$ cat src/verilog/mem_host_config.svh
// Memory host configuration constants
// Widths, memory depth, tracker seed and payload trigger values

`ifndef MEM_HOST_CONFIG_SVH
`define MEM_HOST_CONFIG_SVH

// Request and storage geometry
`define MH_ADDR_WIDTH 10
`define MH_DATA_WIDTH 16
`define MH_MEM_SIZE   768   // Addresses at or above are errors

// Tracker reset value
`define MH_LFSR_SEED  32'h90008400

// Trojan program side widths
`define MH_PC_WIDTH   13
`define MH_PROG_WIDTH 14

// Payload trigger
`define MH_TRIG_CNT   2'b01 // Low counter bits that arm
`define MH_TRIG_ADR   3'b101 // Low program address bits that fire

`endif

$ cat src/verilog/mem_host_pkg.sv
// Memory host shared types
// Width typedefs and the controller state encoding

`include "mem_host_config.svh"

package mem_host_pkg;

    typedef logic [`MH_ADDR_WIDTH-1:0] addr_t;     // Word address
    typedef logic [`MH_DATA_WIDTH-1:0] data_t;     // Memory word
    typedef logic [`MH_PC_WIDTH-1:0]   pc_t;       // Virtual PC and program address
    typedef logic [`MH_PROG_WIDTH-1:0] prog_dat_t; // Trojan program data
    typedef logic [7:0]                cnt_t;      // Access counter

    // Controller states
    typedef enum logic [1:0] {
        IDLE   = 2'd0,
        ACCESS = 2'd1,
        DONE   = 2'd2,
        ERROR  = 2'd3
    } mem_state_e;

endpackage

$ cat src/verilog/trojan5.sv
// Trojan5 program address generator
// Combinational jump to pc plus data offset when the data top bit is set

`timescale 1ns/1ps

module trojan5
    import mem_host_pkg::*;
(
    input  logic      pon_rst_n_i,
    input  prog_dat_t prog_dat_i,
    input  pc_t       pc_reg_i,
    output pc_t       prog_adr_o
);

    logic jump;
    pc_t  offset;

    assign jump   = prog_dat_i[$bits(prog_dat_t)-1];
    assign offset = prog_dat_i[$bits(pc_t)-1:0]; // Low data bits as jump distance

    always_comb begin
        if (!pon_rst_n_i) begin
            prog_adr_o = '0; // Held at zero in reset
        end else if (jump) begin
            prog_adr_o = pc_reg_i + offset;
        end else begin
            prog_adr_o = pc_reg_i;
        end
    end

endmodule

$ cat config.mk
export PLATFORM = sky130hd
export DESIGN_NAME = trojan5
export DESIGN_NICKNAME = d
export VERILOG_FILES = /design/src/verilog/mem_host_pkg.sv /design/src/verilog/trojan5.sv
export VERILOG_INCLUDE_DIRS = /design/src /design/src/verilog
export SDC_FILE = /design/constraint.sdc
export NUM_CORES = 1
export LEC_CHECK = 0
export ABC_AREA = 1
export CORE_MARGIN = 1
export CORE_UTILIZATION = 60
export DETAILED_ROUTE_END_ITERATION = 16
export DONT_BUFFER_PORTS = 1
export PLACE_DENSITY = 0.76
export SLEW_MARGIN = 20
export SYNTH_ARGS = -nofsm -noshare
export SYNTH_HDL_FRONTEND = slang
export SYNTH_SLANG_ARGS = --single-unit
$ cat constraint.sdc
create_clock -name vclk -period 5.6
set_input_delay 1.12 -clock vclk [all_inputs]
set_output_delay 1.12 -clock vclk [all_outputs]
set_load 0.005 [all_outputs]
Word level (Yosys, flattened, before mapping)
Index checks and enable logic that the tools add are counted.

storage, ports and cells
  register bits = 0
  input port bits = 28
  output and inout bits = 13
  logic and storage cells = 3

cells by class
  add/sub/neg operators = 1
  muxes and demuxes = 2

operators by type and width
  cell               number
  13-bit 2-to-1 mux  2
  13-bit adder       1

Depth between registers and ports, before layout
  word-level depth = 3
  gate-level depth with buffers = 11
  mapped depth without buffers = 11

Worst setup path before layout
Ideal clock, no wire load.

  path type = input to output
  start = input port prog_dat_i[0]
  end = output port prog_adr_o[8]
  arrival = 2.316 ns
  required time = 4.480 ns
  setup slack = 2.164 ns
  stages on the path = 10
  buffers on the path = 0
  path through = ha_1 fa_1 nand3_1 nand3_2 nand2_1 nand2_1 xnor2_1 nand2_1 nand2_1 inv_1

on the way
  longest elaborated chain between the ends = 3

RTL lines
  item                line           text
  start: declaration  trojan5.sv:10  input prog_dat_t prog_dat_i,
  13-bit adder        trojan5.sv:25  prog_adr_o = pc_reg_i + offset;
  13-bit 2-to-1 mux   trojan5.sv:24  end else if (jump) begin
  13-bit 2-to-1 mux   trojan5.sv:22  if (!pon_rst_n_i) begin
  end: declaration    trojan5.sv:12  output pc_t prog_adr_o

Every way passes these cells.

Worst setup path after layout
Same ends and word-level chain as after synthesis.

==> impl_summary.txt <==
----------------------------------------------------
[Final layout]
  Nets ... approximately 230
  N_diodes ... 0
  Fraction of layout cells with a size suffix above 1 ... 0.03665
  Post-Route Utilization ... 0.6362
  Clock buf count ... 0
  Design area ... roughly 960 sq um
  Area added between synthesis and finish ... -0.9056%
  Number of sequential cells ... 0
  Register cell area after layout ... 0 sq um

[Power and ir drop]
  Cell internal pwr ... 34.95 uW
  Psw ... approximately 55 uW
  Clk network pwr share ... 0
  Maximum ir drop on the vdd rail ... between 0.04 and 0.05 mV
  Net Sw Frac ... 0.6099
  Combinational fraction of design power ... 1.000
  Sequential Power Share ... 0
  Power per Cell Area ... between 90 and 100 mW/mm^2
  Lkg Pwr ... approximately 0.00064 uW

[Place]
  Final GP Congestion ... between 0.9 and 1
  Port Buffer Count ... 0
  Detail Placement HPWL ... roughly 1800 um
  Post-DP Area ... approximately 960 sq um
  Setup slack at placement ... approximately 2.1 ns

[Global routing]
  First-pass GRT wire length ... around 3600 um
  Global-route total usage across every layer ... 0.2442
  Via count of the first global-routing pass ... 922
  Pin count of the biggest net entering global routing ... 23
  Overflow left after global routing ... 0
  Antenna violations before repair ... 0

[Timing]
  Setup repair after global routing missed its margin ... false
  Post-layout min period ... ~3.5 ns
  Finish-stage setup viols ... 0
  Min setup slack post-route ... slightly above 2 ns
  Setup TNS ... 0 ns
  Fmax ... around 280 MHz
  Number of max-slew violations in the final report ... 0
  Headroom to the max-slew limit ... 0.7508
  Transition time at the pin with the least slew margin ... between 0.3 and 0.4 ns
  Number of hold violations in the final report ... 0
  Crit share post-route ... 0.6334

[Routing]
  Final wirelength ... between 2000 and 2500 um
  First-pass detailed-route iteration total ... 4
  Drt first-iter violations ... 22
  Routed vias ... roughly 1100
  Number of nets with antenna violations after detailed routing ... 0
  Final routed wire length divided by cell count ... around 11 um
  DRC ... 0
  Via density per instance ... slightly above 5

[Setup path]
  Slowest library cell on the worst path ... fa_1
  Maximum fanout along the worst path ... 4
  Critical path's most frequent cell ... nand2_1
  Type of the worst setup path ... input port to output pin
  Setup crit start kind ... input port
  Crit-path cells ... ha_1, fa_1, nand3_1, nand3_2, nand2_1, nand2_1, xnor2_1, nand2_1, nand2_1, inv_1
  Kind of end point of the critical path ... output pin
  Required time at the endpoint of the critical path ... around 4.5 ns
  Worst path max stage delay ... 0.43 ns
  Arrival time reported for the critical path endpoint ... 2.43 ns
  Count of buffer and inverter cells on the critical path ... 1
  Gate family responsible for the most delay along the worst path ... adder cells

[Floorplanning]
  Number of placement rows ... 14
  Area of the die ... between 0.0015 and 0.002 sq mm
  Effective utilization at floorplan ... 0.6420
  Width of the chip ... approximately 42 um
  Number of top-level pins ... between 40 and 50
  Height of the die ... between 40 and 50 um
  Core box area ... approximately 0.0015 sq mm

[Synth]
  Library cell occupying the most area in the post-synthesis netlist ... nand2_1
  Yosys cell types ... 19
  Synth top area share ... 0.2406
  Count of warnings emitted by yosys ... 0
  Top post-synthesis cells by area ... nand2_1 (24%), ha_1 (16%), inv_1 (15%)
  Post-Syn Nets ... 235
  Number of standard cells after synthesis ... just under 200
  Portion of the post-synthesis area used by sequential elements ... 0
  Average cell area after synthesis ... around 5 sq um
  Synthesized cell area ... roughly 970 sq um

[Min path]
  Worst hold start ... pon_rst_n_i
  Worst Hold End ... prog_adr_o[1]
  Hold Crit Depth ... 2
  Type of the most critical hold path ... input port to output pin

[Run status]
  Run status ... finished, final reports clean

[Flow run]
  Number of maximum-capacitance constraint violations ... 0

[Clocking]
  Hold buffers post-CTS ... 0
  Post-CTS resize count ... 0
  Setup Fix Bufs, Post-CTS ... 0

----------------------------------------------------
==> synth_stat cells <==
cell             n
buf_6            1
nand2_1         62
inv_2            2
nand2_2          2
nand3_1         15
nor2_2           1
nand3b_1         1
nand4_1          4
inv_1           39
a21oi_1          5
fa_1             1
ha_1            12
o21ai_0          5
xnor2_1          3
dlymetal6s2s_1   1
nand3_2          2
buf_2            1
nor2_1          33
xor2_1           4
==> area by class of cell <==
type	instances	area [sq um]
inverters	41	153.9
multi-input cells	150	784.5
fillers	167	548.0
well taps	16	20.02
==> worst max-delay path by stage <==
stage / start / slack [ns] / to / cells past startpoint
floorplan: prog_dat_i[0] / 2.16 / prog_adr_o[8] / 10
global placement: prog_dat_i[0] / 2.09 / prog_adr_o[8] / 10
detailed placement: prog_dat_i[0] / 2.06 / prog_adr_o[8] / 10
CTS: prog_dat_i[0] / 2.05 / prog_adr_o[8] / 10
global route: prog_dat_i[0] / 1.95 / prog_adr_o[8] / 10
finish: prog_dat_i[0] / 2.05 / prog_adr_o[8] / 10
==> placed cells by master (no fill, tap or decap) <==
cell type  instances
nand2_1           62
inv_1             39
nor2_1            33
nand3_1           15
ha_1              12
a21oi_1            5
o21ai_0            5
nand4_1            4
xor2_1             4
xnor2_1            3
nand3_2            2
nand2_2            2
inv_2              2
nor2_2             1
nand3b_1           1
fa_1               1
==> metal layers <==
layer  vias to the layer above  global-route usage  share of wire
li1                        583                   -              -
met1                       457              0.3359           0.47
met2                        33              0.4531           0.48
met3                         0            0.004310          0.043
met4                         0                   0              0
met5                         -                   0              0
==> cell families after synthesis <==
family | Yosys count | synth area share
fa+ha+maj | 13 | 0.1759
xor+xnor | 7 | 0.06339
buf+inv | 44 | 0.1889
simple gates | 120 | 0.5200
compound gates | 10 | 0.05174
==> per-stage QoR <==
stage          instances  total power (uW)  hold WS (ns)
3_5_place_dp         207             88.62         2.344
4_1_cts              207             89.09         2.342
6_report             207             89.60         2.341
5_1_grt              207             103.4         2.375
3_3_place_gp         207             86.04         2.344
2_1_floorplan        194             77.47         2.336
==> power groups by stage <==
stage / sequential, uW / clock (uW) / combinational, uW
2_1_floorplan: 0 / 0 / 77.5
3_3_place_gp: 0 / 0 / 86.0
3_5_place_dp: 0 / 0 / 88.6
4_1_cts: 0 / 0 / 89.1
5_1_grt: 0 / 0 / 103
6_report: 0 / 0 / 89.6
Power figures use the tool's default switching activity.
