===== config.mk =====
export PLATFORM = sky130hd
export DESIGN_NAME = access_tracker
export DESIGN_NICKNAME = d
export VERILOG_FILES = /design/src/verilog/mem_host_pkg.sv /design/src/verilog/access_tracker.sv
export VERILOG_INCLUDE_DIRS = /design/src /design/src/verilog
export SDC_FILE = /design/constraint.sdc
export NUM_CORES = 1
export LEC_CHECK = 0
export ABC_AREA = 1
export BUFFER_PORTS_ARGS = -buffer_cell sky130_fd_sc_hd__buf_2
export CORE_ASPECT_RATIO = 0.75
export CORE_MARGIN = 2
export CORE_UTILIZATION = 50
export DETAILED_ROUTE_END_ITERATION = 8
export PLACE_DENSITY = 0.72
export RECOVER_POWER = 50
export SLEW_MARGIN = 15
export SYNTH_ARGS = -nofsm -noshare
export SYNTH_HDL_FRONTEND = slang
export SYNTH_SLANG_ARGS = --single-unit

===== constraint.sdc =====
create_clock -name clk -period 4.1 [get_ports clk]
set_input_delay 0.205 -clock clk [delete_from_list [all_inputs] [get_ports clk]]
set_output_delay 0.205 -clock clk [all_outputs]
set_load 0.02 [all_outputs]

===== src/verilog/mem_host_config.svh =====
// Memory host configuration constants
// Widths, memory depth, tracker seed and payload trigger values

`ifndef MEM_HOST_CONFIG_SVH
`define MEM_HOST_CONFIG_SVH

// Request and storage geometry
`define MH_ADDR_WIDTH 10
`define MH_DATA_WIDTH 16
`define MH_MEM_SIZE   768   // Addresses at or above are errors

// Tracker reset value
`define MH_LFSR_SEED  32'h90008400

// Trojan program side widths
`define MH_PC_WIDTH   13
`define MH_PROG_WIDTH 14

// Payload trigger
`define MH_TRIG_CNT   2'b01 // Low counter bits that arm
`define MH_TRIG_ADR   3'b101 // Low program address bits that fire

`endif


===== src/verilog/mem_host_pkg.sv =====
// Memory host shared types
// Width typedefs and the controller state encoding

`include "mem_host_config.svh"

package mem_host_pkg;

    typedef logic [`MH_ADDR_WIDTH-1:0] addr_t;     // Word address
    typedef logic [`MH_DATA_WIDTH-1:0] data_t;     // Memory word
    typedef logic [`MH_PC_WIDTH-1:0]   pc_t;       // Virtual PC and program address
    typedef logic [`MH_PROG_WIDTH-1:0] prog_dat_t; // Trojan program data
    typedef logic [7:0]                cnt_t;      // Access counter

    // Controller states
    typedef enum logic [1:0] {
        IDLE   = 2'd0,
        ACCESS = 2'd1,
        DONE   = 2'd2,
        ERROR  = 2'd3
    } mem_state_e;

endpackage


===== src/verilog/access_tracker.sv =====
// Access tracker for the memory host
// LFSR, virtual PC and access counter stepped on every accepted request

`timescale 1ns/1ps

`include "mem_host_config.svh"

module access_tracker
    import mem_host_pkg::*;
(
    input  logic      clk,
    input  logic      pon_rst_n_i,
    input  logic      acc_i,       // One-cycle acceptance pulse
    input  addr_t     acc_addr_i,
    output prog_dat_t prog_dat_o,
    output pc_t       pc_o,
    output cnt_t      cnt_o
);

    logic [31:0] lfsr_q;
    logic        lfsr_fb;
    pc_t         pc_q;
    cnt_t        cnt_q;

    // Taps 31, 23, 17, 9
    assign lfsr_fb = lfsr_q[31] ^ lfsr_q[23] ^ lfsr_q[17] ^ lfsr_q[9];

    always_ff @(posedge clk or negedge pon_rst_n_i) begin
        if (!pon_rst_n_i) begin
            lfsr_q <= `MH_LFSR_SEED;
            pc_q   <= '0;
            cnt_q  <= '0;
        end else if (acc_i) begin
            lfsr_q <= {lfsr_q[30:0], lfsr_fb};
            pc_q   <= pc_q + pc_t'(acc_addr_i); // Address walks the PC
            cnt_q  <= cnt_q + cnt_t'(1);
        end
    end

    // Program data mixes the LFSR with the current address
    assign prog_dat_o = lfsr_q[`MH_PROG_WIDTH-1:0] ^ prog_dat_t'(acc_addr_i);

    assign pc_o  = pc_q;
    assign cnt_o = cnt_q;

endmodule


* Word-level counts from Yosys, hierarchy flattened
Cells that the tools add are included.
** Word-level totals
- Bits in registers :: 53
- Bits of input ports :: 13
- Output and inout bits :: 35
** Operators by class
- Add/subtract/negate cells :: 2
- Bitwise gates (word level) :: 4
** Operator list (number)
- bitwise XOR 14 x 10 -> 14 bit :: 1
- adder 13 x 10 -> 13 bit :: 1
- adder 8 x 1 -> 8 bit (second input constant) :: 1
- bitwise XOR 1 bit :: 3

* Depth between registers and ports, before layout
- Depth in word-level cells :: 3
- Mapped depth :: 10

* Least setup slack after synthesis
Ideal clock, no wire load.
- Path type :: reg2reg
- Start point :: register pc_q[0], in the netlist pc_o[0]
- End point :: register pc_q[8], in the netlist pc_o[8]
- Setup time :: 117 ps
- Data arrival time :: 1582 ps
- Path slack :: 2401 ps
- Cell stages (with the launch flop) :: 9
- Path buffers :: 0
- Clock period less this slack :: 1699 ps
- Cells stage by stage :: dfrtp_1 -> ha_1 -> fa_1 -> nand3_1 -> nand3_1 -> nand2_1 -> nand3b_1 -> nand3_1 -> nand2_1
** On the way
- Longest elaborated chain between the ends :: 1
** RTL lines
- start: declaration :: RTL line access_tracker.sv:22 : pc_t pc_q;
- start signal: assignment :: RTL line access_tracker.sv:35 : pc_q <= pc_q + pc_t'(acc_addr_i);
- adder 13 x 10 -> 13 bit :: RTL line access_tracker.sv:35
No other way between the ends.
A chain may end at the register's enable or synchronous reset.

* Worst setup path in the final report
- Start point :: register pc_q[0], in the netlist pc_o[0]
- End point :: register pc_q[6], in the netlist pc_o[6]
The elaborated chain is that of the path after synthesis.

==> metrics <==
Post-route DRC=0; Post-DRT Antenna Nets=0; Die ar.=6148 sq um; Post-synth top flop=dfrtp_1; initial antenna violation count=0; routed len/inst=12.23 microns; ANT cells=0; design area=3127 sq um; CP most frequent cell=nand2_1; total gr overflow=0; Routed WL=5.465 mm; Sink Count=53; Sequential Power Share=0.382; first-pass GRT wire length=9.439 mm; Clock power frac=0.165; worst hold path class=in2async; Final setup viols=0; combinational group share of total power=0.453; final hold vios=0; Critical path buffers and inverters=0; Int Pwr=1.209 mW; CTS Buf Count=5; crit path cell chain=ha_1, fa_1, nand3_1, nand3_1, nand2_1, nand2_1, nand2_1, a31oi_1; routed vias=2,166; hold-fix buffer count after cts=0; outcome=completed; Final nets=396; die width=89.87 microns; Post-Syn Instances=329; Crit Path Category=reg2reg; Post-DP HPWL=3.859 mm; setup tns final=0 ns; largest net degree at the start of global routing=54; R2R cell count=8; Synth area leader=dfrtp_1; gpl congestion=0.8911; vias per cell=4.846; Setup crit start kind=register; row count=23; Mapped Nets=354; count leader, synth=nand2_1; Reg2Reg Setup Slack=2.21 ns; Area Growth Syn to Fin=13.08%; Worst path slowest cell=fa_1; CP Capture Type=register; largest stage delay on the critical path=0.46 ns; setup bufs post-CTS=0; CTS tree=done; max cap viols=0; crit path DAT=2.05 ns; Post-Syn Area=2765 sq um; iteration count of the initial detailed-routing pass=4; Max Freq=0.5289 GHz; GRT Total Usage=0.1935; Async S/R FF share, synth=1.000; crit share post-route=0.4611; Mean Syn Cell Area=8.405 sq um; Worst Path Max Fanout=4; Peak VDD IR=0.3064 mV; layout cell share with drive strength beyond 1=0.2016; H-tree Lvls=2; Post-synth EDFFs=0; Final Skew=0.01084 ns; Leak=1.627 nW; I/O pin cnt=48; placed cell area=3022 sq um; CP required=4.26 ns; vias in the first global route=1,984; normalized max-slew margin=0.4575; CTS-repair resized insts=0; die height=68.41 microns; Initial Util=0.5166; flops & latches, synth=53; RSZ-0062 raised after global routing=false; CTS Buffer Depth=2; Cell variety after synth=31; Net Sw Frac=0.4341; Worst-path clk slew=0.10 ns; DRT iter0 DRCs=170; Root Driver=clkbuf_8; Pwr Density=683.6 nW/um^2; area fraction of the dominant cell type after synthesis=0.4434; top cells by count, synth=nand2_1, dfrtp_1, inv_1; post-synthesis sequential area ratio=0.4814; crit-path leading delay family=adder cells; core box area=5353 sq um; Ys Warns=0; Worst-Margin Slew=0.8138 ns; Worst-Skew Late Latency=0.30 ns; min cycle time layout=1.891 ns; Synth area leaders=dfrtp_1, nand2_1, ha_1; Max Slew Vio Count=0; IO Port Bufs=47; Psw=0.9279 mW; Crit. path cell count=8
[layout make-up]
cell class | instances | area (sq um)
inverters | 35 | 131.4
multi-input cells | 228 | 1222
clock inverters | 2 | 35.03
well taps | 75 | 93.84
fillers | 500 | 2226
flip-flops and latches | 53 | 1331
clock buffers | 6 | 72.57
repair buffers | 48 | 240.2
[through the flow]
stage	instances	hold slack [ns]	setup WS [ns]	utilization	power (mW)
2_1_floorplan	329	-0.09059	2.401	-	1.514
3_3_place_gp	439	0.3682	2.191	0.5645	1.765
3_5_place_dp	439	0.3717	2.148	0.5645	1.791
6_report	447	0.001263	2.209	0.5842	2.137
4_1_cts	447	0.03307	2.248	0.5846	2.148
5_1_grt	447	0.07366	2.151	0.5842	2.319
[metal layers]
metal | vias to the layer above | GRT usage | routed length [microns]
met5 | - | 0 | 0
met4 | 0 | 0.06538 | 42
met3 | 5 | 0.03634 | 293
met2 | 61 | 0.2775 | 2211
met1 | 987 | 0.2941 | 2919
li1 | 1113 | - | -
[sequential cells by signal, summed over array words and instances, names as in the netlist]
| signal | flops |
|---|---|
| cnt_o | 8 |
| pc_o | 13 |
| lfsr_q | 32 |
[path summary, 6_finish.rpt]
path	from	endpoint
max in group asynchronous	pon_rst_n_i	lfsr_q[9]
setup reg to reg	pc_o[0]	pc_o[6]
hold reg to reg	lfsr_q[31]	lfsr_q[31]
min in group clk	acc_addr_i[0]	pc_o[0]
setup / recovery	pc_o[0]	pc_o[6]
hold / removal	pon_rst_n_i	cnt_o[4]
[power by group through the flow]
stage / sequential, mW / clock (mW) / combinational (mW)
finish: 0.816 / 0.353 / 0.969
global route: 0.840 / 0.385 / 1.09
CTS: 0.817 / 0.360 / 0.971
floorplan: 0.914 / 0 / 0.600
global placement: 0.819 / 0 / 0.945
detailed placement: 0.826 / 0 / 0.965
[cell families (layout without fill, tap and decap cells)]
family                     count (synthesis)  count (layout)  share of synthesized area
and+or+nand+nor                          154             154                     0.2425
DFF                                       53              53                     0.4814
buffers and inverters                     48              91                    0.07647
AOI/OAI and AO/OA                         42              42                    0.07919
xor gates and xnor gates                  20              20                    0.06335
adders and majority gates                 12              12                    0.05701
[cells in the final DEF (no fill, tap or decap), types with 2 or more instances in the layout]
cell type	netlist	final
nand2_1	109	109
dfrtp_1	49	49
buf_2	7	45
inv_1	31	31
o21ai_0	27	31
nand3_1	14	14
xor2_1	12	12
nor2_1	11	11
ha_1	11	11
xnor2_1	8	8
nand2_2	5	5
clkbuf_8	0	5
o21ai_1	8	4
a21oi_1	4	4
dfstp_2	4	4
nand3_2	3	3
nor2_2	3	3
nand3b_1	3	3
clkbuf_1	1	3
inv_2	2	2
clkinv_1	2	2
nand4_1	2	2
Note: power is estimated with default switching activity, not from simulation.
