$ cat config.mk
export PLATFORM = sky130hd
export DESIGN_NAME = mem_ctrl_fsm
export DESIGN_NICKNAME = d
export VERILOG_FILES = /design/src/verilog/mem_host_pkg.sv /design/src/verilog/mem_ctrl_fsm.sv
export VERILOG_INCLUDE_DIRS = /design/src /design/src/verilog
export SDC_FILE = /design/constraint.sdc
export NUM_CORES = 1
export LEC_CHECK = 0
export ABC_AREA = 1
export BUFFER_PORTS_ARGS = -buffer_cell sky130_fd_sc_hd__buf_4
export CELL_PAD_IN_SITES_DETAIL_PLACEMENT = 0
export CELL_PAD_IN_SITES_GLOBAL_PLACEMENT = 1
export CORE_ASPECT_RATIO = 0.9
export CORE_UTILIZATION = 31
export DETAILED_ROUTE_END_ITERATION = 16
export PLACE_DENSITY_LB_ADDON = 0.1
export REMOVE_ABC_BUFFERS = 1
export SYNTH_ARGS = -nofsm -noshare
export SYNTH_HDL_FRONTEND = slang
export SYNTH_SLANG_ARGS = --single-unit
$ cat constraint.sdc
create_clock -name clk -period 3.6 [get_ports clk]
set_input_delay 0 -clock clk [delete_from_list [all_inputs] [get_ports clk]]
set_output_delay 0 -clock clk [all_outputs]
set_load 0.05 [all_outputs]
$ cat src/verilog/mem_host_config.svh
// Memory host configuration constants
// Widths, memory depth, tracker seed and payload trigger values

`ifndef MEM_HOST_CONFIG_SVH
`define MEM_HOST_CONFIG_SVH

// Request and storage geometry
`define MH_ADDR_WIDTH 10
`define MH_DATA_WIDTH 16
`define MH_MEM_SIZE   768   // Addresses at or above are errors

// Tracker reset value
`define MH_LFSR_SEED  32'h90008400

// Trojan program side widths
`define MH_PC_WIDTH   13
`define MH_PROG_WIDTH 14

// Payload trigger
`define MH_TRIG_CNT   2'b01 // Low counter bits that arm
`define MH_TRIG_ADR   3'b101 // Low program address bits that fire

`endif

$ cat src/verilog/mem_host_pkg.sv
// Memory host shared types
// Width typedefs and the controller state encoding

`include "mem_host_config.svh"

package mem_host_pkg;

    typedef logic [`MH_ADDR_WIDTH-1:0] addr_t;     // Word address
    typedef logic [`MH_DATA_WIDTH-1:0] data_t;     // Memory word
    typedef logic [`MH_PC_WIDTH-1:0]   pc_t;       // Virtual PC and program address
    typedef logic [`MH_PROG_WIDTH-1:0] prog_dat_t; // Trojan program data
    typedef logic [7:0]                cnt_t;      // Access counter

    // Controller states
    typedef enum logic [1:0] {
        IDLE   = 2'd0,
        ACCESS = 2'd1,
        DONE   = 2'd2,
        ERROR  = 2'd3
    } mem_state_e;

endpackage

$ cat src/verilog/mem_ctrl_fsm.sv
// Memory host request controller
// Accepts and range-checks requests, sequences the array, responds and decides the payload

`timescale 1ns/1ps

`include "mem_host_config.svh"

module mem_ctrl_fsm
    import mem_host_pkg::*;
(
    input  logic  clk,
    input  logic  pon_rst_n_i,
    // Request side
    input  logic  req_valid_i,
    input  logic  req_write_i,
    input  addr_t req_addr_i,
    input  data_t req_wdata_i,
    output logic  req_ready_o,
    // Response side
    output logic  rsp_valid_o,
    output logic  rsp_error_o,
    output data_t rsp_rdata_o,
    // Tracker and trojan
    output logic  acc_o,
    output addr_t acc_addr_o,
    input  cnt_t  cnt_i,
    input  pc_t   prog_adr_i,
    // Array
    output logic  arr_wr_en_o,
    output logic  arr_rd_en_o,
    output addr_t arr_addr_o,
    output data_t arr_wdata_o,
    input  data_t arr_rdata_i,
    output logic  arr_xor_en_o,
    output data_t arr_xor_mask_o
);

    mem_state_e state_q;
    logic       write_q;
    logic       err_q;
    addr_t      addr_q;
    data_t      wdata_q;
    logic       out_of_range;
    logic       trigger;

    assign req_ready_o  = (state_q == IDLE);
    assign acc_o        = req_valid_i && req_ready_o;
    assign out_of_range = (req_addr_i >= addr_t'(`MH_MEM_SIZE));

    // Live address at acceptance, latched one afterwards
    assign acc_addr_o = (state_q == IDLE) ? req_addr_i : addr_q;

    always_ff @(posedge clk or negedge pon_rst_n_i) begin
        if (!pon_rst_n_i) begin
            state_q <= IDLE;
            write_q <= 1'b0;
            err_q   <= 1'b0;
        end else begin
            case (state_q)
                IDLE: begin
                    if (acc_o) begin
                        write_q <= req_write_i;
                        err_q   <= out_of_range;
                        state_q <= out_of_range ? ERROR : ACCESS;
                    end
                end
                ACCESS:  state_q <= DONE; // Array access happens here
                ERROR:   state_q <= DONE; // No array access
                DONE:    state_q <= IDLE;
                default: state_q <= IDLE;
            endcase
        end
    end

    // Request payload latched at acceptance
    always_ff @(posedge clk) begin
        if (acc_o) begin
            addr_q  <= req_addr_i;
            wdata_q <= req_wdata_i;
        end
    end

    assign arr_wr_en_o = (state_q == ACCESS) && write_q;
    assign arr_rd_en_o = (state_q == ACCESS) && !write_q;
    assign arr_addr_o  = addr_q;
    assign arr_wdata_o = wdata_q;

    // Payload after the access completes, legal requests only
    assign trigger = (cnt_i[1:0] == `MH_TRIG_CNT) && (prog_adr_i[2:0] == `MH_TRIG_ADR);
    assign arr_xor_en_o   = (state_q == DONE) && !err_q && trigger;
    assign arr_xor_mask_o = data_t'(prog_adr_i);

    // Response pulse follows the DONE cycle
    always_ff @(posedge clk or negedge pon_rst_n_i) begin
        if (!pon_rst_n_i) begin
            rsp_valid_o <= 1'b0;
            rsp_error_o <= 1'b0;
            rsp_rdata_o <= '0;
        end else begin
            rsp_valid_o <= (state_q == DONE);
            rsp_error_o <= (state_q == DONE) && err_q;
            if ((state_q == DONE) && !err_q && !write_q) begin
                rsp_rdata_o <= arr_rdata_i; // Pre-payload read value
            end
        end
    end

endmodule

# Yosys cells after proc, flatten, opt, wreduce, memory -nomap -nowiden
# Index checks and enable logic that the tools add are counted.
[totals] register_bits=48 in_bits=67 out_inout_bits=75
[classes] magnitude_cmp=1 eq_ne=6 n_mux=4 n_reduce_logical=13
[ops] op=">= comparator 10 bit, second input constant" count=1
[ops] op="2-to-1 mux 10 bit" count=1
[ops] op="logical AND 1 bit" count=8
[ops] op="one-hot mux 2 bit (3 select lines)" count=1
[ops] op="equality test 2 x 1 -> 1 bit, second input constant" count=2
[ops] op="equality test 2 bit, second input constant" count=2
[ops] op="2-to-1 mux 2 bit" count=2
[ops] op="equality test 3 bit, second input constant" count=1
[ops] op="zero test 1 bit" count=2
[ops] op="zero test 2 bit" count=1
[ops] op="inequality test 2 x 1 -> 1 bit, second input constant" count=1
[ops] op="AND reduction 2 bit" count=1
[ops] op="OR reduction 2 bit" count=1

# Logic depth before layout (Yosys ltp)
# Gate-level depths: netlist of the first run.
[logic_depth] word_depth=4 mapped_depth=6

# Least setup slack after synthesis of the first run
# OpenSTA, ideal clock, no wires.
[synth_timing] kind="reg-to-reg" start="register state_q[0]" end="register addr_q[0] (netlist: arr_addr_o[0]), enable pin" t_arrival_ps=1610 t_required_ps=3204 setup_slack_ps=1594 path_stages_with_launch=4 path_buffers=0 path_cell_list="dfrtp_1 nor2_1 nand2_1 inv_1"
[synth_between] elab_chain_len=2
[synth_lines] element="start: declaration" line_no="mem_ctrl_fsm.sv:38" text="mem_state_e state_q;"
[synth_lines] element="start signal: assignment" line_no="mem_ctrl_fsm.sv:64" text="state_q <= out_of_range ? ERROR : ACCESS;"
[synth_lines] element="zero test 2 bit" line_no="mem_ctrl_fsm.sv:46" text="assign req_ready_o = (state_q == IDLE);"
[synth_lines] element="logical AND 1 bit" line_no="mem_ctrl_fsm.sv:47" text="assign acc_o = req_valid_i && req_ready_o;"
[synth_lines] element="named net acc_o" line_no="mem_ctrl_fsm.sv:24" text="output logic acc_o,"
[synth_lines] element="end signal: assignment" line_no="mem_ctrl_fsm.sv:78" text="addr_q <= req_addr_i;"
[synth_lines] element="end: declaration" line_no="mem_ctrl_fsm.sv:41" text="addr_t addr_q;"
# The timed path passes the listed nets, and every way through them passes these cells.
# A chain may end at the register's enable or synchronous reset.

# Worst setup path in the final report of the first run
[layout_timing] start="register state_q[0]" end="output port acc_o"
[layout_between] elab_chain_len=2
[layout_lines] element="zero test 2 bit" line_no="mem_ctrl_fsm.sv:46"
[layout_lines] element="logical AND 1 bit" line_no="mem_ctrl_fsm.sv:47"
[layout_lines] element="end: declaration" line_no="mem_ctrl_fsm.sv:24"
# No other way between the ends.

==> flow_summary.json, run 1 <==
{
  "outcome": "completed",
  "setup_tns_ps": 0,
  "ctsHoldBuffers": 45,
  "p_sw_frac": 0.460,
  "worst_setup_hold_path_clk_slew_ps": 90,
  "postSynthCellCount": 176,
  "vias": 1727,
  "grt_overflow_total": 0,
  "antenna_violations_before_repair": 0,
  "area_growth_pct": 69.6,
  "hold_class": "in -> out",
  "ctsHtreeMaxLevel": 2,
  "die_h_um": 77.4,
  "portBuffers": 112,
  "cp_data_required_time_ps": 3600,
  "cp_max_fo": 28,
  "final_period_minus_worst_setup_slack_ps": 2360,
  "tritoncts": "yes",
  "asyncSetResetFlopFracSynth": 0.458,
  "first_pass_iteration_count_of_the_detailed_router": 3,
  "pwr-share-comb": 0.480,
  "post_cts_resize_count": 0,
  "route.final.wire_length_um": 5060,
  "design.final.nets": 389,
  "edff_count_synth": 26,
  "initial_cell_density_of_the_core": 0.320,
  "share_seq_of_total_power": 0.363,
  "setup.worst_path.class": "reg -> out",
  "r2r.worst_path.cells": 4,
  "fmax_mhz": 424,
  "finalWeightedCongestion": 0.706,
  "startpoint_type_of_the_worst_setup_path": "flip-flop",
  "worstHoldEndpoint": "arr_xor_mask_o[5]",
  "setup.reg_to_reg.worst_slack_ps": 1520,
  "grt_max_degree": 29,
  "slew_headroom": 0.307,
  "power_per_cell_area_nw_per_um2": 641,
  "max_cap_viol_count": 0,
  "grt_pass1_wl_um": 8440,
  "cp.arrival_ps": 2360,
  "ir_drop_worst_case_vdd_mv": 0.332,
  "final_util": 0.543,
  "ios": 142,
  "flop_and_latch_count_out_of_synthesis": 48,
  "synth_warnings": 0,
  "critical_path_end_type": "primary output",
  "drt-wirelength-per-cell_um": 12.3,
  "cts.sinks": 48,
  "total_switching_power_w": 0.000980,
  "worst_hold_path.num_cells": 0,
  "die_w_um": 85.8,
  "num_rows": 27,
  "clock_power_share": 0.158,
  "count_of_distinct_cell_types_in_the_synthesized_netlist": 17,
  "antenna_cells_inserted": 0,
  "synth_flop_cell": "sky130_fd_sc_hd__edfxtp_1",
  "hold_start": "prog_adr_i[5]",
  "die_ar_um2": 6640,
  "synthesis.area_um2": 1960,
  "critical_path.reg2reg.endpoint": "arr_wdata_o[11]",
  "post-dp-hpwl_um": 3260,
  "route.detailed.drc": 0,
  "clock_insertion_delay_worst_skew_ps": 300,
  "place_ws_ps": 1500,
  "grt_use_total": 0.163,
  "cellInternalPower_w": 0.00115,
  "postCtsSetupBuffers": 0,
  "maxSlewViolCount": 0,
  "actual_slew_at_the_worst_max_slew_pin_ps": 1040,
  "drt_first_iter_violations": 96,
  "first_global_vias": 1711,
  "cts_made_buffers": 5,
  "rsz_0062_raised_after_global_routing": "false",
  "worst_r2r_startpoint": "state_q[0]",
  "cts_root_buf": "sky130_fd_sc_hd__clkbuf_8",
  "avgViaCountPerCell": 4.21,
  "layout_worst_path_cycle_share": 0.655,
  "finalHoldViolCount": 0,
  "final.setup.worst_slack_ps": 1240,
  "clock_skew_ps": 1.88,
  "drtAntennaViolNets": 0,
  "ys_seq_area_frac": 0.680,
  "setup_violating_endpoint_count_in_the_final_report": 0,
  "power.static_leakage_nw": 1.62,
  "n_fill_cell": 565,
  "cts_max_path_buffers": 2,
  "core-area_um2": 6110,
  "drive_above_1_share": 0.384,
  "syn-mean-instance-area_um2": 11.1
}
worst max-delay path by stage:
stage	to	depth (start not counted)	startpoint
after global routing	acc_o	5	state_q[0]
after global placement	arr_wdata_o[7]	4	state_q[0]
final	acc_o	5	state_q[0]
after detailed placement	arr_wdata_o[6]	4	state_q[0]
after floorplan	arr_addr_o[0]	3	state_q[0]
after CTS	acc_o	5	state_q[0]
per-stage QoR:
stage               total power [W]  hold WS [ps]  instances  cell area [um2]
floorplan                   0.00143          -296        157             1820
global placement            0.00177         -86.0        357             2780
detailed placement          0.00177         -87.5        357             2780
CTS                         0.00215         0.428        410             3320
global route                0.00225         0.298        410             3320
finish                      0.00213         0.436        410             3320
critical path, stage by stage (launching register included):
cell and delay, ps:
sky130_fd_sc_hd__dfrtp_1 470, sky130_fd_sc_hd__nor2_1 120, sky130_fd_sc_hd__buf_4 200, sky130_fd_sc_hd__nand2_1 130
sky130_fd_sc_hd__inv_1 770, sky130_fd_sc_hd__buf_4 350
routing by layer:
| layer | global-route usage | wire length [um] | vias up | part of all wire |
|---|---|---|---|---|
| met2 | 0.258 | 2370 | 76 | 0.47 |
| met3 | 0.0670 | 421 | 7 | 0.083 |
| met1 | 0.204 | 2190 | 786 | 0.43 |
| met4 | 0.0517 | 76 | 0 | 0.015 |
| met5 | 0 | 0 | - | 0 |
| li1 | - | - | 858 | - |
synthesized netlist by cell type (2+ instances only):
library cell,instances,area [um2]
sky130_fd_sc_hd__buf_4,17,128
sky130_fd_sc_hd__dfrtp_1,22,551
sky130_fd_sc_hd__nand2_1,71,267
sky130_fd_sc_hd__o21ai_0,2,10.0
sky130_fd_sc_hd__edfxtp_1,26,781
sky130_fd_sc_hd__nand4_1,16,100
sky130_fd_sc_hd__clkinv_1,3,11.3
sky130_fd_sc_hd__nor3_1,4,20.0
sky130_fd_sc_hd__buf_2,3,15.0
sky130_fd_sc_hd__inv_1,5,18.8
final cells by class:
class	count	area [um2]	share of cell area
Sequential cell	48	1330	0.401
Timing Repair Buffer	158	1300	0.391
Multi-Input combinational cell	100	454	0.137
Tap cell	87	109	0.0328
Clock buffer	5	68.8	0.0207
Inverter	9	33.8	0.0102
Clock inverter	3	26.3	0.00791
logic make-up (layout without fill, tap and decap cells):
family,after synthesis,after routing,synth area share
and+or+nand+nor,95,95,0.221
other,1,3,0.00192
DFF,48,48,0.680
AOI/OAI and AO/OA,2,2,0.00511
buffers and inverters,30,175,0.0920
registers in the layout (all words and copies together) (netlist names):
signal and count:
arr_wdata_o 16, rsp_rdata_o 16, arr_addr_o 10, state_q 2, err_q 1, rsp_error_o 1, rsp_valid_o 1, write_q 1
power groups by stage:
stage / clock network, W / registers [W] / logic (W)
detailed placement: 0 / 0.000780 / 0.000990
finish: 0.000336 / 0.000772 / 0.00102
floorplan: 0 / 0.00117 / 0.000258
global placement: 0 / 0.000780 / 0.000988
global route: 0.000377 / 0.000791 / 0.00108
CTS: 0.000353 / 0.000771 / 0.00103
cells in the final DEF, fill, tap and decap left out, types with 3 or more instances in the layout:
cell type	count
sky130_fd_sc_hd__clkbuf_8	5
sky130_fd_sc_hd__dfrtp_1	22
sky130_fd_sc_hd__inv_1	5
sky130_fd_sc_hd__clkinv_1	3
sky130_fd_sc_hd__nand2_1	71
sky130_fd_sc_hd__nand4_1	16
sky130_fd_sc_hd__nor3_1	4
sky130_fd_sc_hd__conb_1	3
sky130_fd_sc_hd__edfxtp_1	26
sky130_fd_sc_hd__dlygate4sd3_1	45
sky130_fd_sc_hd__buf_4	113
(Power assumes the default switching activity.)
==> run 2, diff against run 1 <==
--- a/config.mk
+++ b/config.mk
@@ -6,12 +6,12 @@
 export SDC_FILE = /design/constraint.sdc
 export NUM_CORES = 1
 export LEC_CHECK = 0
-export ABC_AREA = 1
+export ABC_AREA = 0
 export BUFFER_PORTS_ARGS = -buffer_cell sky130_fd_sc_hd__buf_4
 export CELL_PAD_IN_SITES_DETAIL_PLACEMENT = 0
 export CELL_PAD_IN_SITES_GLOBAL_PLACEMENT = 1
 export CORE_ASPECT_RATIO = 0.9
-export CORE_UTILIZATION = 31
+export CORE_UTILIZATION = 30
 export DETAILED_ROUTE_END_ITERATION = 16
 export PLACE_DENSITY_LB_ADDON = 0.1
 export REMOVE_ABC_BUFFERS = 1
==> constraint.sdc (replaced) <==
create_clock -name clk -period 2.2 [get_ports clk]
set_input_delay 0 -clock clk [delete_from_list [all_inputs] [get_ports clk]]
set_output_delay 0 -clock clk [all_outputs]
set_load 0.05 [all_outputs]
==> run 2 against run 1 <==
Compared with the run above:
- routed wire length shrank 6.7%
- cell area decreased by 0.72%
- first-iteration DRC count fell by 78%
- flip-flop and latch count unchanged
- worst hold slack about the same
- clock skew up 3.5 ps
- highest routed layer unchanged
==> flow_summary.json, run 2 <==
{
  "avgViaCountPerCell": 4.16,
  "finalHoldViolCount": 0,
  "clock_insertion_delay_worst_skew_ps": 290,
  "ir_drop_worst_case_vdd_mv": 0.453,
  "die_w_um": 86.0,
  "die_h_um": 77.6,
  "synth.cells.most_frequent": "sky130_fd_sc_hd__mux2_2 (27), sky130_fd_sc_hd__edfxtp_1 (26), sky130_fd_sc_hd__dfrtp_1 (22)",
  "ys_top_cells_by_area": "sky130_fd_sc_hd__edfxtp_1 (41%), sky130_fd_sc_hd__dfrtp_1 (29%), sky130_fd_sc_hd__mux2_2 (16%)",
  "finalWeightedCongestion": 0.665,
  "worst_r2r_startpoint": "state_q[0]",
  "syn-mean-instance-area_um2": 17.1,
  "cts.sinks": 48,
  "multi_input_comb_area_um2": 425,
  "mostFrequentLayoutCells": "sky130_fd_sc_hd__buf_4 (115), sky130_fd_sc_hd__dlygate4sd3_1 (45), sky130_fd_sc_hd__mux2_2 (27)",
  "grt_overflow_total": 0,
  "hold_class": "in -> out",
  "route.detailed.drc": 0,
  "cts_root_buf": "sky130_fd_sc_hd__clkbuf_8",
  "grt_max_degree": 29,
  "edff_count_synth": 26,
  "ys_seq_area_frac": 0.700,
  "ios": 142,
  "synth.top_cell.area_share": 0.410,
  "antenna_violations_before_repair": 0,
  "asyncSetResetFlopFracSynth": 0.458,
  "cts_max_path_buffers": 2,
  "cp_max_fo": 28,
  "grt_pass1_wl_um": 7290,
  "critical_path_end_type": "primary output",
  "num_rows": 27,
  "dpl_cell_area_um2": 2740,
  "synth_warnings": 0,
  "r2r.worst_path.cells": 3,
  "total_power_w": 0.00353,
  "setup.reg_to_reg.worst_slack_ps": 660,
  "postCtsSetupBuffers": 0,
  "ctsHtreeMaxLevel": 2,
  "outcome": "completed",
  "vias": 1452,
  "startpoint_type_of_the_worst_setup_path": "flip-flop",
  "max_cap_viol_count": 0,
  "core-area_um2": 6110,
  "cp_data_required_time_ps": 2200,
  "mostFrequentLayoutCell": "sky130_fd_sc_hd__buf_4",
  "first_pass_iteration_count_of_the_detailed_router": 2,
  "grt_use_total": 0.143,
  "design.final.nets": 328,
  "postSynthCellCount": 111,
  "drive_above_1_share": 0.576,
  "synthesis.area_um2": 1900,
  "area_growth_pct": 73.3,
  "drtAntennaViolNets": 0,
  "first_global_vias": 1543,
  "setup.worst_path.class": "reg -> out",
  "worst_path_dominant_cell_family": "buffers and inverters",
  "worst_setup_hold_path_clk_slew_ps": 80,
  "synth_flop_cell": "sky130_fd_sc_hd__edfxtp_1",
  "tritoncts": "yes",
  "maxSlewViolCount": 0,
  "count_of_distinct_cell_types_in_the_synthesized_netlist": 18,
  "antenna_cells_inserted": 0,
  "flop_and_latch_count_out_of_synthesis": 48,
  "hold_start": "prog_adr_i[5]",
  "worst_hold_path.num_cells": 0,
  "yosysTopAreaCell": "sky130_fd_sc_hd__edfxtp_1",
  "layout_worst_path_cycle_share": 0.763,
  "stdcell_area_um2": 3300,
  "worstHoldEndpoint": "arr_xor_mask_o[5]",
  "seqCellArea_um2": 1330,
  "cp.arrival_ps": 1680,
  "fmax_mhz": 595,
  "critical_path.n_buffers_inverters": 2,
  "synth.most_common_cell": "sky130_fd_sc_hd__mux2_2",
  "post-dp-hpwl_um": 3340,
  "critical_path.reg2reg.endpoint": "rsp_rdata_o[1]",
  "power.static_leakage_nw": 1.47,
  "drt-wirelength-per-cell_um": 13.5,
  "setup_violating_endpoint_count_in_the_final_report": 0,
  "n_fill_cell": 520,
  "critical-path-max-stage-delay_ps": 490,
  "final_period_minus_worst_setup_slack_ps": 1680,
  "power_per_cell_area_nw_per_um2": 1070,
  "drt_first_iter_violations": 21,
  "portBuffers": 112,
  "worst_path_most_repeated_cell": "sky130_fd_sc_hd__buf_4",
  "cts_made_buffers": 5,
  "cell_by_cell_listing_of_the_critical_path": "nor3b_2 -> buf_4 -> buf_4",
  "crit_path_top_delay_cell": "sky130_fd_sc_hd__dfrtp_1",
  "clock_skew_ps": 5.38,
  "die_ar_um2": 6670,
  "rsz_0062_raised_after_global_routing": "false",
  "route.final.wire_length_um": 4720,
  "initial_cell_density_of_the_core": 0.311
}
[run 2: power by group]
group / internal, W / switching [W]
combinational: 0.000576 / 0.00107
sequential: 0.00116 / 0.000115
clock: 0.000336 / 0.000274
[run 2: worst max-delay path by stage]
stage	start	to	slack, ps	depth (start not counted)
finish	state_q[0]	acc_o	520	3
global route	state_q[0]	acc_o	370	3
CTS	state_q[0]	acc_o	480	3
detailed placement	state_q[0]	rsp_rdata_o[9]	660	3
global placement	state_q[0]	rsp_rdata_o[15]	700	3
floorplan	state_q[0]	write_q	-2110	2
[run 2: timing repair]
action                    CTS  global route
gates resized for setup     0             0
hold endpoints to repair   68             0
hold buffers               45             0
[run 2: cell type report]
type / instances / area share
sequential: 48 / 0.404
timing repair buffer: 160 / 0.398
clock inverter: 2 / 0.0106
multi-input combinational: 43 / 0.129
clock buffer: 6 / 0.0220
tap: 87 / 0.0330
inverter: 3 / 0.00341
[run 2: worst reg2reg max path, cell delays in order (launching register included)]
cell and delay [ps]:
sky130_fd_sc_hd__dfrtp_1 490, sky130_fd_sc_hd__nor4b_4 300, sky130_fd_sc_hd__buf_4 270, sky130_fd_sc_hd__mux2_2 370
[run 2: logic make-up after synthesis]
family | after synthesis | share of synthesized area
DFF | 48 | 0.700
other | 1 | 0.00197
muxes | 28 | 0.165
buffers and inverters | 22 | 0.0835
AOI/OAI and AO/OA | 1 | 0.00526
and+or+nand+nor | 11 | 0.0447
[run 2: stage by stage]
step | setup slack [ps] | utilization | setup TNS, ps | instances | hold slack [ps]
final | 520 | 0.539 | 0 | 349 | 0.333
after global routing | 373 | 0.539 | 0 | 349 | 0.298
after CTS | 484 | 0.539 | 0 | 349 | 0.428
after detailed placement | 656 | 0.448 | 0 | 296 | -93.8
after global placement | 701 | 0.448 | 0 | 296 | -98.7
after floorplan | -2110 | - | -56670 | 94 | -296
[run 2: per-layer routing]
| layer | GRT usage | wire (um) |
|---|---|---|
| met1 | 0.154 | 1820 |
| met2 | 0.250 | 2440 |
| met4 | 0.0500 | 58 |
| met3 | 0.0628 | 404 |
| met5 | 0 | 0 |
